[src/hdl/emu_pkg.sv]
package emu_pkg;

    //////////////////////////////////////////////////
    // Bus widths

    // One byte on the FT240X FIFO bus
    typedef logic [7:0] fifo_byte_t;

    // One SRAM data word
    typedef logic [15:0] sram_word_t;

    // Word count field of a WRITE command
    typedef logic [3:0] word_count_t;

    //////////////////////////////////////////////////
    // Mode and state encodings

    // Values 2 and 3 are legal too: target owns the bus, SRAM outputs stay off
    typedef enum logic [1:0] {
        MODE_LOAD = 2'd0,
        MODE_RUN  = 2'd1
    } mode_t;

    // Command decoder FSM
    typedef enum logic [3:0] {
        DEC_NEXTCMD    = 4'd0,
        DEC_WAITCMD    = 4'd1,
        DEC_CMD_PRERX  = 4'd2,
        DEC_GETCMD     = 4'd3,
        DEC_WAIT_HIGH  = 4'd4,
        DEC_HIGH_REQ   = 4'd5,
        DEC_HIGH_LATCH = 4'd6,
        DEC_WAIT_LOW   = 4'd7,
        DEC_LOW_REQ    = 4'd8,
        DEC_LOW_LATCH  = 4'd9,
        DEC_WORD_BUSY  = 4'd10
    } decoder_state_t;

    // SRAM write sequence FSM
    typedef enum logic [1:0] {
        LD_IDLE    = 2'd0,
        LD_STROBE  = 2'd1,
        LD_RELEASE = 2'd2,
        LD_ADVANCE = 2'd3
    } loader_state_t;

    //////////////////////////////////////////////////
    // Command opcodes

    localparam fifo_byte_t  CMD_NOP             = 8'h00;
    localparam fifo_byte_t  CMD_ADDR_RESET      = 8'h01;
    localparam fifo_byte_t  CMD_LED_ON          = 8'h55;
    localparam fifo_byte_t  CMD_LED_OFF         = 8'hAA;
    // Upper nibble only, lower nibble carries an argument
    localparam logic [3:0]  CMD_SET_MODE_NIBBLE = 4'h1;
    localparam logic [3:0]  CMD_WRITE_NIBBLE    = 4'h2;

endpackage

[src/hdl/sram_loader.sv]
module sram_loader #(
    parameter int ADDR_WIDTH = 18
) (
    input  logic                  clk24MHz,
    input  logic                  rst_n,
    // From the decoder
    input  logic                  addr_clear,
    input  logic                  word_strobe,
    input  emu_pkg::sram_word_t   word,
    // Toward the SRAM steering
    output emu_pkg::sram_word_t   write_word,
    output logic [ADDR_WIDTH-1:0] load_addr,
    output logic                  write_pulse,
    // Back to the decoder
    output logic                  write_done
);

    emu_pkg::loader_state_t state;

    //////////////////////////////////////////////////
    // Write sequence and address counter

    always_ff @(posedge clk24MHz) begin
        if (!rst_n) begin
            state     <= emu_pkg::LD_IDLE;
            load_addr <= '0;
        end else begin
            case (state)
                emu_pkg::LD_IDLE: begin
                    if (word_strobe) begin
                        state <= emu_pkg::LD_STROBE;
                    end
                end
                // WE# low for this one cycle
                emu_pkg::LD_STROBE: begin
                    state <= emu_pkg::LD_RELEASE;
                end
                // WE# back high before the address moves
                emu_pkg::LD_RELEASE: begin
                    state <= emu_pkg::LD_ADVANCE;
                end
                emu_pkg::LD_ADVANCE: begin
                    load_addr <= load_addr + 1'b1;
                    state     <= emu_pkg::LD_IDLE;
                end
                default: begin
                    state <= emu_pkg::LD_IDLE;
                end
            endcase

            // Address reset wins over the increment
            if (addr_clear) begin
                load_addr <= '0;
            end
        end
    end

    //////////////////////////////////////////////////
    // Write latch

    // Holds the word stable through STROBE and RELEASE
    always_ff @(posedge clk24MHz) begin
        if (word_strobe && state == emu_pkg::LD_IDLE) begin
            write_word <= word;
        end
    end

    assign write_pulse = (state == emu_pkg::LD_STROBE);
    // Counter steps on the edge that ends this cycle
    assign write_done  = (state == emu_pkg::LD_ADVANCE);

endmodule

[config.mk]
export PLATFORM = sky130hd
export DESIGN_NAME = sram_loader
export DESIGN_NICKNAME = d
export VERILOG_FILES = /design/src/hdl/emu_pkg.sv /design/src/hdl/sram_loader.sv
export SDC_FILE = /design/constraint.sdc
export NUM_CORES = 1
export LEC_CHECK = 0
export ABC_AREA = 1
export BUFFER_PORTS_ARGS = -buffer_cell sky130_fd_sc_hd__clkbuf_2
export CAP_MARGIN = 20
export CORE_MARGIN = 1
export CORE_UTILIZATION = 33
export DETAILED_ROUTE_END_ITERATION = 10
export HOLD_SLACK_MARGIN = 0.08
export PLACE_DENSITY = 0.68
export RECOVER_POWER = 25
export SYNTH_ARGS = -nofsm -noshare
export SYNTH_HDL_FRONTEND = slang
export SYNTH_SLANG_ARGS = --single-unit
[constraint.sdc]
create_clock -name clk24MHz -period 2.1 [get_ports clk24MHz]
set_clock_uncertainty 0.2 [all_clocks]
set_input_delay 0.105 -clock clk24MHz [delete_from_list [all_inputs] [get_ports clk24MHz]]
set_output_delay 0.105 -clock clk24MHz [all_outputs]
set_load 0.01 [all_outputs]
==> run_results.csv <==
group,metric,value,unit
outcome,outcome,"finished, final reports clean",
die,dieHeight,70.3,um
power_and_ir_drop,p_seq_share,52.7,%
power_and_ir_drop,combinationalPowerShare,19.6,%
critical_path,worstPathArrival,1.92,ns
sta,finalCritPeriodShare,90.7,%
power_and_ir_drop,swShare,27.2,%
cells_and_area,final_cells,305,
global_routing,top_usage_layer,"met2",
global_routing,grt_overflow,0,
synth,synthDistinctLibCells,20,
cts,cts_sinks,36,
critical_path,critPathCaptureType,"flip-flop",
power_and_ir_drop,internal-power,1.20,mW
drt,route.detailed.drc,0,
power_and_ir_drop,p_switching,0.448,mW
drt,firstDrtPassIters,4,
synth,synth_top_cells_by_count,"33 x nand2_1, 26 x inv_1, 22 x nor2_1",
sta,setup_viol,0,
synth,yosysMostFrequentCell,"nand2_1",
die,rows,24,
sta,rsz0062_at_grt,"no",
global_routing,grt_pass1_vias,1282,
hold_path,holdPathStages,2,
run,maxCapViolCount,0,
die,die_area,4950,sq um
drt,vias,1371,
hold_path,hp-class,"flip-flop to flip-flop",
global_routing,grt_pass1_wl,5.80,mm
placed_design,place_congestion,0.786,
drt,wl_per_cell,11.3,um
synth,synth_ff_type,"dfxtp_1",
placed_design,placed_cells,277,
global_routing,met2_usage,24.4,%
drt,drt-initial-drc-count,40,
power_and_ir_drop,cellLeakagePower,0.953,nW
cts,cts_buffer_depth,2,
cells_and_area,diodes,0,
synth,yosysWarnings,0,
die,io_pins,56,
power_and_ir_drop,p_per_area,766,nW/um^2
cts,htreeDepth,2,
cells_and_area,syn2layout_area_growth,39.4,%
global_routing,antenna_found_initial,0,
placed_design,dpl_cell_area,1880,sq um
sta,slew_headroom,62.6,%
sta,min_period,1.90,ns
synth,syn_nets,197,
synth,yosys_register_bits,36,
global_routing,grt_util_met1,18.0,%
synth,avgSynthCellArea,9.01,sq um
synth,synth_area,1540,sq um
cts,root_buffer,"clkbuf_8",
cells_and_area,final_util,48.7,%
power_and_ir_drop,clockPowerShare,27.7,%
critical_path,crit_required,2.12,ns
die,start_util,34.9,%
drt,via_per_inst,4.50,
cts,postCtsResizedCells,0,
sta,worst_slew_pin_slew,0.560,ns
synth,synth_top_area_share,31.2,%
critical_path,crit_fanout,4,
critical_path,reg2reg_depth,7,
sta,final.setup.tns,0,ns
critical_path,critPathLaunchType,"flip-flop",
sta,slew_viol_final,0,
global_routing,use_met3,5.19,%
cts,clk_pin_slew_worst_paths,0.07,ns
die,die_w,70.3,um
global_routing,track_usage,14.8,%
cells_and_area,drive_gt1_share,24.1,%
synth,seq_area_frac_synth,57.1,%
sta,max_freq,525,MHz
synth,synth_largest_area_cell,"edfxtp_1",
drt,antenna_left,0,
synth,netlist_instances,171,
cts,cts_tree,"done",
cells_and_area,num-nets-final,278,
cts,clk_latency,0.28,ns
placed_design,place.port_buffers,55,
die,coreArea,4410,sq um
placed_design,hpwl,2.41,mm
sta,hold_viol,0,
synth,synth.area.top_cells,"edfxtp_1 31%, dfxtp_1 26%, nand2_1 8.0%",
synth,async_flop_share,0,%
power_and_ir_drop,vdd_ir_drop_max,217,uV
cts,cts_buffers,5,
global_routing,grt_max_degree,17,
cells_and_area,fin_area,2150,sq um
critical_path,critPathKind,"flip-flop to flip-flop",
drt,wirelength,3.45,mm
cts,post_cts_buffers,0,
synth,synth_edf_count,16,
cells_and_area,fillers,430,
cts,cts.hold.buffers_added,20,
==> stage by stage <==
step | power [mW] | setup WS (ns) | hold WS, ns
after global routing | 1.74 | 0.0662 | 0.293
after detailed placement | 1.17 | 0.354 | 0.0837
after floorplan | 1.06 | 0.492 | 0.00387
final | 1.65 | 0.196 | 0.275
after CTS | 1.67 | 0.195 | 0.275
after global placement | 1.16 | 0.415 | 0.0817
==> path summary, 6_finish.rpt <==
check | start | to | slack [ns]
worst max-delay path | state[0] | state[1] | 0.20
worst min-delay path | load_addr[8] | load_addr[8] | 0.28
worst max register to register | state[0] | state[1] | 0.20
worst min register to register | load_addr[8] | load_addr[8] | 0.28
==> cells by family after synthesis <==
| family | share of synthesized area [%] |
|---|---|
| flops | 57.1 |
| fa+ha+maj | 4.87 |
| simple gates | 23.5 |
| xor+xnor | 0.568 |
| buf+inv | 7.14 |
| compound gates | 6.82 |
==> critical path, stage by stage, from the launching register on <==
cell	delay, ns
dfxtp_1	0.33
inv_1	0.12
ha_1	0.18
inv_1	0.04
nor2_1	0.20
o21ai_0	0.10
dlygate4sd3_1	0.56
a21oi_1	0.11
==> final cells by class <==
type | count | area [sq um] | area share [%]
Clock buffer | 7 | 76.3 | 3.55
Clock inverter | 1 | 3.75 | 0.175
Inverter | 26 | 97.6 | 4.54
Multi-Input combinational cell | 107 | 551 | 25.6
Sequential cell | 36 | 881 | 41.0
Tap cell | 52 | 65.1 | 3.03
Timing Repair Buffer | 76 | 475 | 22.1
==> power groups by stage <==
stage          Clock (mW)  Combinational [mW]  Sequential (mW)
3_5_place_dp            0               0.287            0.881
6_report            0.457               0.322            0.868
3_3_place_gp            0               0.281            0.878
2_1_floorplan           0               0.143            0.912
5_1_grt             0.501               0.363            0.876
4_1_cts             0.473               0.328            0.866
==> placed cells by master (no fill, tap or decap) <==
| master | n |
|---|---|
| inv_1 | 26 |
| nand2_1 | 33 |
| dlygate4sd3_1 | 20 |
| clkbuf_8 | 5 |
| edfxtp_1 | 16 |
| nand2_4 | 1 |
| or2_0 | 1 |
| nor2_4 | 2 |
| buf_4 | 1 |
| o21ai_0 | 7 |
| clkbuf_1 | 8 |
| nand3_1 | 12 |
| nor3_2 | 1 |
| clkbuf_2 | 49 |
| nor2_2 | 2 |
| a211oi_1 | 2 |
| ha_1 | 6 |
| dfxtp_1 | 20 |
| nor2_1 | 22 |
| xor2_1 | 1 |
| a21oi_1 | 11 |
| nand4_1 | 2 |
| nor3_1 | 4 |
| clkinv_1 | 1 |
==> flip-flops by register name, summed over array words and instances (netlist names) <==
signal,cells
load_addr,18
write_word,16
state,2
==> routing by layer <==
layer | wire length (um) | vias to the layer above
met1 | 1610 | 603
met5 | 0 | -
li1 | - | 712
met4 | 24 | 0
met3 | 246 | 4
met2 | 1570 | 52
No activity file was read; power rests on OpenSTA's default activity.
