`src/hdl/emu_pkg.sv`:
```
package emu_pkg;

    //////////////////////////////////////////////////
    // Bus widths

    // One byte on the FT240X FIFO bus
    typedef logic [7:0] fifo_byte_t;

    // One SRAM data word
    typedef logic [15:0] sram_word_t;

    // Word count field of a WRITE command
    typedef logic [3:0] word_count_t;

    //////////////////////////////////////////////////
    // Mode and state encodings

    // Values 2 and 3 are legal too: target owns the bus, SRAM outputs stay off
    typedef enum logic [1:0] {
        MODE_LOAD = 2'd0,
        MODE_RUN  = 2'd1
    } mode_t;

    // Command decoder FSM
    typedef enum logic [3:0] {
        DEC_NEXTCMD    = 4'd0,
        DEC_WAITCMD    = 4'd1,
        DEC_CMD_PRERX  = 4'd2,
        DEC_GETCMD     = 4'd3,
        DEC_WAIT_HIGH  = 4'd4,
        DEC_HIGH_REQ   = 4'd5,
        DEC_HIGH_LATCH = 4'd6,
        DEC_WAIT_LOW   = 4'd7,
        DEC_LOW_REQ    = 4'd8,
        DEC_LOW_LATCH  = 4'd9,
        DEC_WORD_BUSY  = 4'd10
    } decoder_state_t;

    // SRAM write sequence FSM
    typedef enum logic [1:0] {
        LD_IDLE    = 2'd0,
        LD_STROBE  = 2'd1,
        LD_RELEASE = 2'd2,
        LD_ADVANCE = 2'd3
    } loader_state_t;

    //////////////////////////////////////////////////
    // Command opcodes

    localparam fifo_byte_t  CMD_NOP             = 8'h00;
    localparam fifo_byte_t  CMD_ADDR_RESET      = 8'h01;
    localparam fifo_byte_t  CMD_LED_ON          = 8'h55;
    localparam fifo_byte_t  CMD_LED_OFF         = 8'hAA;
    // Upper nibble only, lower nibble carries an argument
    localparam logic [3:0]  CMD_SET_MODE_NIBBLE = 4'h1;
    localparam logic [3:0]  CMD_WRITE_NIBBLE    = 4'h2;

endpackage

```
`src/hdl/command_decoder.sv`:
```
module command_decoder (
    input  logic                clk24MHz,
    input  logic                rst_n,
    // FT240X receive side
    input  emu_pkg::fifo_byte_t ft240x_d,
    input  logic                ft240x_rxf,
    output logic                ft240x_rd_n,
    // Loader handshake
    input  logic                write_done,
    output logic                addr_clear,
    output logic                word_strobe,
    output emu_pkg::sram_word_t word,
    // Mode and status commands
    output logic                mode_strobe,
    output emu_pkg::mode_t      mode_sel,
    output logic                status_strobe,
    output logic                status_value
);

    emu_pkg::decoder_state_t state;
    // Words still to be fetched for the current WRITE
    emu_pkg::word_count_t    remaining;

    //////////////////////////////////////////////////
    // FIFO read strobe

    // RD# low for two cycles per byte, data sampled in the second
    always_comb begin
        case (state)
            emu_pkg::DEC_CMD_PRERX,
            emu_pkg::DEC_GETCMD,
            emu_pkg::DEC_HIGH_REQ,
            emu_pkg::DEC_HIGH_LATCH,
            emu_pkg::DEC_LOW_REQ,
            emu_pkg::DEC_LOW_LATCH: ft240x_rd_n = 1'b0;
            default:                ft240x_rd_n = 1'b1;
        endcase
    end

    //////////////////////////////////////////////////
    // Sequencer

    always_ff @(posedge clk24MHz) begin
        if (!rst_n) begin
            state         <= emu_pkg::DEC_NEXTCMD;
            remaining     <= '0;
            addr_clear    <= 1'b0;
            word_strobe   <= 1'b0;
            mode_strobe   <= 1'b0;
            status_strobe <= 1'b0;
        end else begin
            // Strobes are single-cycle pulses
            addr_clear    <= 1'b0;
            word_strobe   <= 1'b0;
            mode_strobe   <= 1'b0;
            status_strobe <= 1'b0;

            case (state)
                // Precharge, RXF may lag behind the last read
                emu_pkg::DEC_NEXTCMD: begin
                    state <= emu_pkg::DEC_WAITCMD;
                end

                emu_pkg::DEC_WAITCMD: begin
                    if (!ft240x_rxf) begin
                        state <= emu_pkg::DEC_CMD_PRERX;
                    end
                end

                // RD# active to valid data
                emu_pkg::DEC_CMD_PRERX: begin
                    state <= emu_pkg::DEC_GETCMD;
                end

                // Classify the command byte
                emu_pkg::DEC_GETCMD: begin
                    if (ft240x_d == emu_pkg::CMD_NOP) begin
                        state <= emu_pkg::DEC_NEXTCMD;
                    end else if (ft240x_d == emu_pkg::CMD_ADDR_RESET) begin
                        addr_clear <= 1'b1;
                        state      <= emu_pkg::DEC_NEXTCMD;
                    end else if (ft240x_d[7:4] == emu_pkg::CMD_SET_MODE_NIBBLE) begin
                        // Bits 3:2 ignored
                        mode_strobe <= 1'b1;
                        state       <= emu_pkg::DEC_NEXTCMD;
                    end else if (ft240x_d[7:4] == emu_pkg::CMD_WRITE_NIBBLE) begin
                        // Zero wraps to 16 words via the decrement
                        remaining <= ft240x_d[3:0];
                        state     <= emu_pkg::DEC_WAIT_HIGH;
                    end else if (ft240x_d == emu_pkg::CMD_LED_ON ||
                                 ft240x_d == emu_pkg::CMD_LED_OFF) begin
                        status_strobe <= 1'b1;
                        state         <= emu_pkg::DEC_NEXTCMD;
                    end else begin
                        // Unknown opcode, treated as NOP
                        state <= emu_pkg::DEC_NEXTCMD;
                    end
                end

                //////////////////////////////////////////////////
                // Word fetch, high byte first

                emu_pkg::DEC_WAIT_HIGH: begin
                    if (!ft240x_rxf) begin
                        state <= emu_pkg::DEC_HIGH_REQ;
                    end
                end

                emu_pkg::DEC_HIGH_REQ: begin
                    remaining <= remaining - 1'b1;
                    state     <= emu_pkg::DEC_HIGH_LATCH;
                end

                emu_pkg::DEC_HIGH_LATCH: begin
                    state <= emu_pkg::DEC_WAIT_LOW;
                end

                emu_pkg::DEC_WAIT_LOW: begin
                    if (!ft240x_rxf) begin
                        state <= emu_pkg::DEC_LOW_REQ;
                    end
                end

                emu_pkg::DEC_LOW_REQ: begin
                    state <= emu_pkg::DEC_LOW_LATCH;
                end

                // Word is complete on the next edge
                emu_pkg::DEC_LOW_LATCH: begin
                    word_strobe <= 1'b1;
                    state       <= emu_pkg::DEC_WORD_BUSY;
                end

                // Hold off until the loader has advanced the address
                emu_pkg::DEC_WORD_BUSY: begin
                    if (write_done) begin
                        if (remaining != '0) begin
                            state <= emu_pkg::DEC_WAIT_HIGH;
                        end else begin
                            state <= emu_pkg::DEC_NEXTCMD;
                        end
                    end
                end

                default: begin
                    state <= emu_pkg::DEC_NEXTCMD;
                end
            endcase
        end
    end

    //////////////////////////////////////////////////
    // Payload capture

    // Only meaningful alongside their strobes
    always_ff @(posedge clk24MHz) begin
        if (state == emu_pkg::DEC_HIGH_LATCH) begin
            word[15:8] <= ft240x_d;
        end
        if (state == emu_pkg::DEC_LOW_LATCH) begin
            word[7:0] <= ft240x_d;
        end
        if (state == emu_pkg::DEC_GETCMD) begin
            // mm stored as is, 2 and 3 included
            mode_sel     <= emu_pkg::mode_t'(ft240x_d[1:0]);
            status_value <= (ft240x_d == emu_pkg::CMD_LED_ON);
        end
    end

endmodule

```
`config.mk`:
```
export PLATFORM = sky130hd
export DESIGN_NAME = command_decoder
export DESIGN_NICKNAME = d
export VERILOG_FILES = /design/src/hdl/emu_pkg.sv /design/src/hdl/command_decoder.sv
export SDC_FILE = /design/constraint.sdc
export NUM_CORES = 1
export LEC_CHECK = 0
export BUFFER_PORTS_ARGS = -buffer_cell sky130_fd_sc_hd__buf_2
export CAP_MARGIN = 20
export CORE_MARGIN = 4
export CORE_UTILIZATION = 45
export DETAILED_ROUTE_END_ITERATION = 6
export PLACE_DENSITY = 0.72
export SLEW_MARGIN = 25
export SYNTH_ARGS = -nofsm -noshare
export SYNTH_HDL_FRONTEND = slang
export SYNTH_SLANG_ARGS = --single-unit
```
`constraint.sdc`:
```
create_clock -name clk24MHz -period 2.04 [get_ports clk24MHz]
set_clock_uncertainty 0.15 [all_clocks]
set_input_delay 0.51 -clock clk24MHz [delete_from_list [all_inputs] [get_ports clk24MHz]]
set_output_delay 0.51 -clock clk24MHz [all_outputs]
set_load 0.03 [all_outputs]
```
==> results.md <==
- Status: completed
- CP Data Arrival Time: 1.29 ns
- DRC Markers: 0
- Hold path cells: 1
- Main combinational cell family by area after synthesis: simple AND/OR/NAND/NOR gates
- CTS sink count: 31
- Clk Latency, worst-skew pair: 0.32 ns
- GRT Overall Usage: 15.6%
- Initial antenna violation count: 0
- Vias/cell: 5.68
- Relative slew slack: 71.8%
- Area growth syn-to-layout: 21.1%
- Hold_buf cts: 0
- Max Freq: 513 MHz
- Post-Synth Simple-Gate Area: 22.7%
- Post-Synthesis Cells: 122
- Mux contribution to synthesized area: 0.723%
- Startpoint types: register
- Syn Area/Cell: 11.3 um2
- Post-synth cell types: 40
- DRT antenna net count: 0
- 1st-iter DRT viols: 47
- #FFs+latches synth: 31
- Clock period minus worst slack: 1.95 ns
- DR WL/cell: 14.7 um
- TNS Setup: 0 ns
- Maximum vdd drop: 0.452 mV
- Fraction of the cycle the final worst path needs: 95.5%
- R2R setup slack: 0.33 ns
- CTS tree: done
- Synth Area in Adders: 0.904%
- Site Rows: 19
- Post-Route WL: 2.91 mm
- Synth Warn #: 0
- R2R depth: 5
- CORE AREA: 0.00285 mm2
- Total gr overflow: 0
- Yosys top cell area share: 41.2%
- Post-Layout Inst Area: 0.00168 mm2
- Slew @ Worst Pin: 0.423 ns
- WHS: 0.279 ns
- Critical path peak fanout: 7
- Ant diodes: 0
- First-pass GRT wire length: 4.90 mm
- Clock Tree Buf Depth: 2
- RSZ-0062 raised after global routing: false
- IO buf count: 35
- Post-Synth XOR/XNOR Area: 1.27%
- Cell taking the most area after synthesis: edfxtp_1
- Worst setup EP type: output pin
- Worst r2r src: state[0]
- Leakage power: 0.641 nW
- Setup-failing EPs final: 0
- Share of cells above drive strength 1: 34.3%
- Top Ports: 36
- CTS Buf Count: 5
- Total Power: 1.57 mW
- HP Class: input port to register
- Htree depth: 2
- Detailed Routing Iterations Pass 1: 4
- Area contributors post-synth: edfxtp_1, dfxtp_1, nor2b_1
- Sequential share of the synthesized area: 58.6%
- Reg clk slew, reported paths: 0.09 ns
- Routability congestion estimate: 0.839
- Hold Vio Cnt, Final: 0
- Post-Route Utilization: 58.7%
- Crit Path Category: register to output pin
- Die height: 63.5 um
- Worst Path Required: 1.38 ns
- Post-synthesis compound-gate area fraction: 12.6%
- R2r endpoint: remaining[1]
- Initial core utilization: 48.5%
- CTS root buf: clkbuf_4
- DR vias: 1119
- Hold Startpoint: ft240x_d[0]
- Placed instance area: 0.00160 mm2
- Cell Area, Synth: 0.00138 mm2
- Slew Limit Fails: 0
- Pwr/cell area: 940 mW/mm2
- Fin nets: 178
- Vias in the first global route: 1040
- WHS Endpoint: word[0]
- Die area: 0.00403 mm2
- Pin count of the biggest net entering global routing: 16
- DPL Wire Length: 2.15 mm
- Width of the die: 63.5 um
- Syn_nets: 135
- Max_cap viols: 0
==> cells in the final DEF, fill, tap and decap left out, drive strengths merged, types with 2 or more instances in the layout <==
cell	instances
nand2b	5
edfxtp	19
o22a	2
xnor2	2
buf	41
nor2b	6
dfxtp	12
a22oi	2
nor2	8
a21oi	4
a32oi	2
and4bb	2
o21ai	6
nand2	8
nor4	4
clkinv	2
inv	4
clkbuf	6
nor3	2
and2	3
and3	3
nand3	5
a31oi	5
==> stage by stage <==
| stage | instances | setup slack, ns |
|---|---|---|
| final | 197 | 0.0923 |
| after global placement | 187 | 0.245 |
| after CTS | 195 | 0.0127 |
| after detailed placement | 187 | 0.190 |
| after global routing | 197 | 0.00926 |
| after floorplan | 122 | 0.234 |
==> critical path, cell delays in order, from the launching register on <==
cell and delay (ns):
dfxtp_4 0.37, buf_4 0.14, xnor2_1 0.11, o22a_1 0.18
buf_2 0.17
==> registers in the layout (all words and copies together), names as in the netlist <==
name / count
state: 4
remaining: 4
word_strobe: 1
word: 16
status_value: 1
status_strobe: 1
addr_clear: 1
mode_sel: 2
mode_strobe: 1
==> routing by layer <==
layer | vias to the layer above | GRT usage [%] | routed length (um)
met2 | 45 | 24.5 | 1340
met3 | 4 | 4.26 | 194
met4 | 0 | 7.55 | 33
met5 | - | 0 | 0
li1 | 542 | - | -
met1 | 528 | 19.7 | 1330
==> worst max path at each step <==
stage / from / endpoint / slack, ns / depth (start not counted)
finish: state[1] / ft240x_rd_n / 0.09 / 4
global route: state[1] / ft240x_rd_n / 0.009 / 4
CTS: state[1] / ft240x_rd_n / 0.01 / 4
detailed placement: ft240x_d[1] / status_strobe / 0.19 / 5
global placement: ft240x_d[1] / status_strobe / 0.24 / 5
floorplan: state[1] / ft240x_rd_n / 0.23 / 4
==> area by class of cell <==
class / instances / area [um2]
inverters: 4 / 15.0
clock buffers: 6 / 41.3
clock inverters: 2 / 8.76
fillers: 254 / 1180
repair buffers: 41 / 220
flip-flops and latches: 31 / 818
well taps: 31 / 38.8
multi-input cells: 82 / 533
==> what timing repair did <==
action,4_1_cts,5_1_grt
endpoints found under the setup margin,1,1
resized for setup,4,3
setup buffers,0,2
==> kinds of logic after synthesis <==
logic type | count (synthesis)
and+or+nand+nor | 52
DFF | 31
AOI/OAI and AO/OA | 26
buffers and inverters | 9
xor gates and xnor gates | 2
muxes | 1
adders and majority gates | 1
==> power by group <==
group / internal [mW] / switching, mW
clock: 0.129 / 0.184
combinational: 0.208 / 0.260
sequential: 0.728 / 0.0653
==> Yosys cell counts (all sizes together) <==
cell type  instances
a31oi              5
mux2i              1
buf                5
nor3b              1
nor3               2
a21oi              4
inv                4
and2               3
nand2b             5
dfxtp             12
or3b               1
o2bb2ai            1
a2bb2oi            1
o311ai             1
edfxtp            19
a22oi              2
nor2b              6
and4bb             2
nand3              5
nand4bb            1
nand4              1
o22a               2
nor4b              1
o31a               1
and3               3
o21bai             1
a32oi              2
nand2              8
xnor2              2
nor2               8
ha                 1
o21ai              6
nor4               4
and4b              1
(Power assumes the default switching activity.)
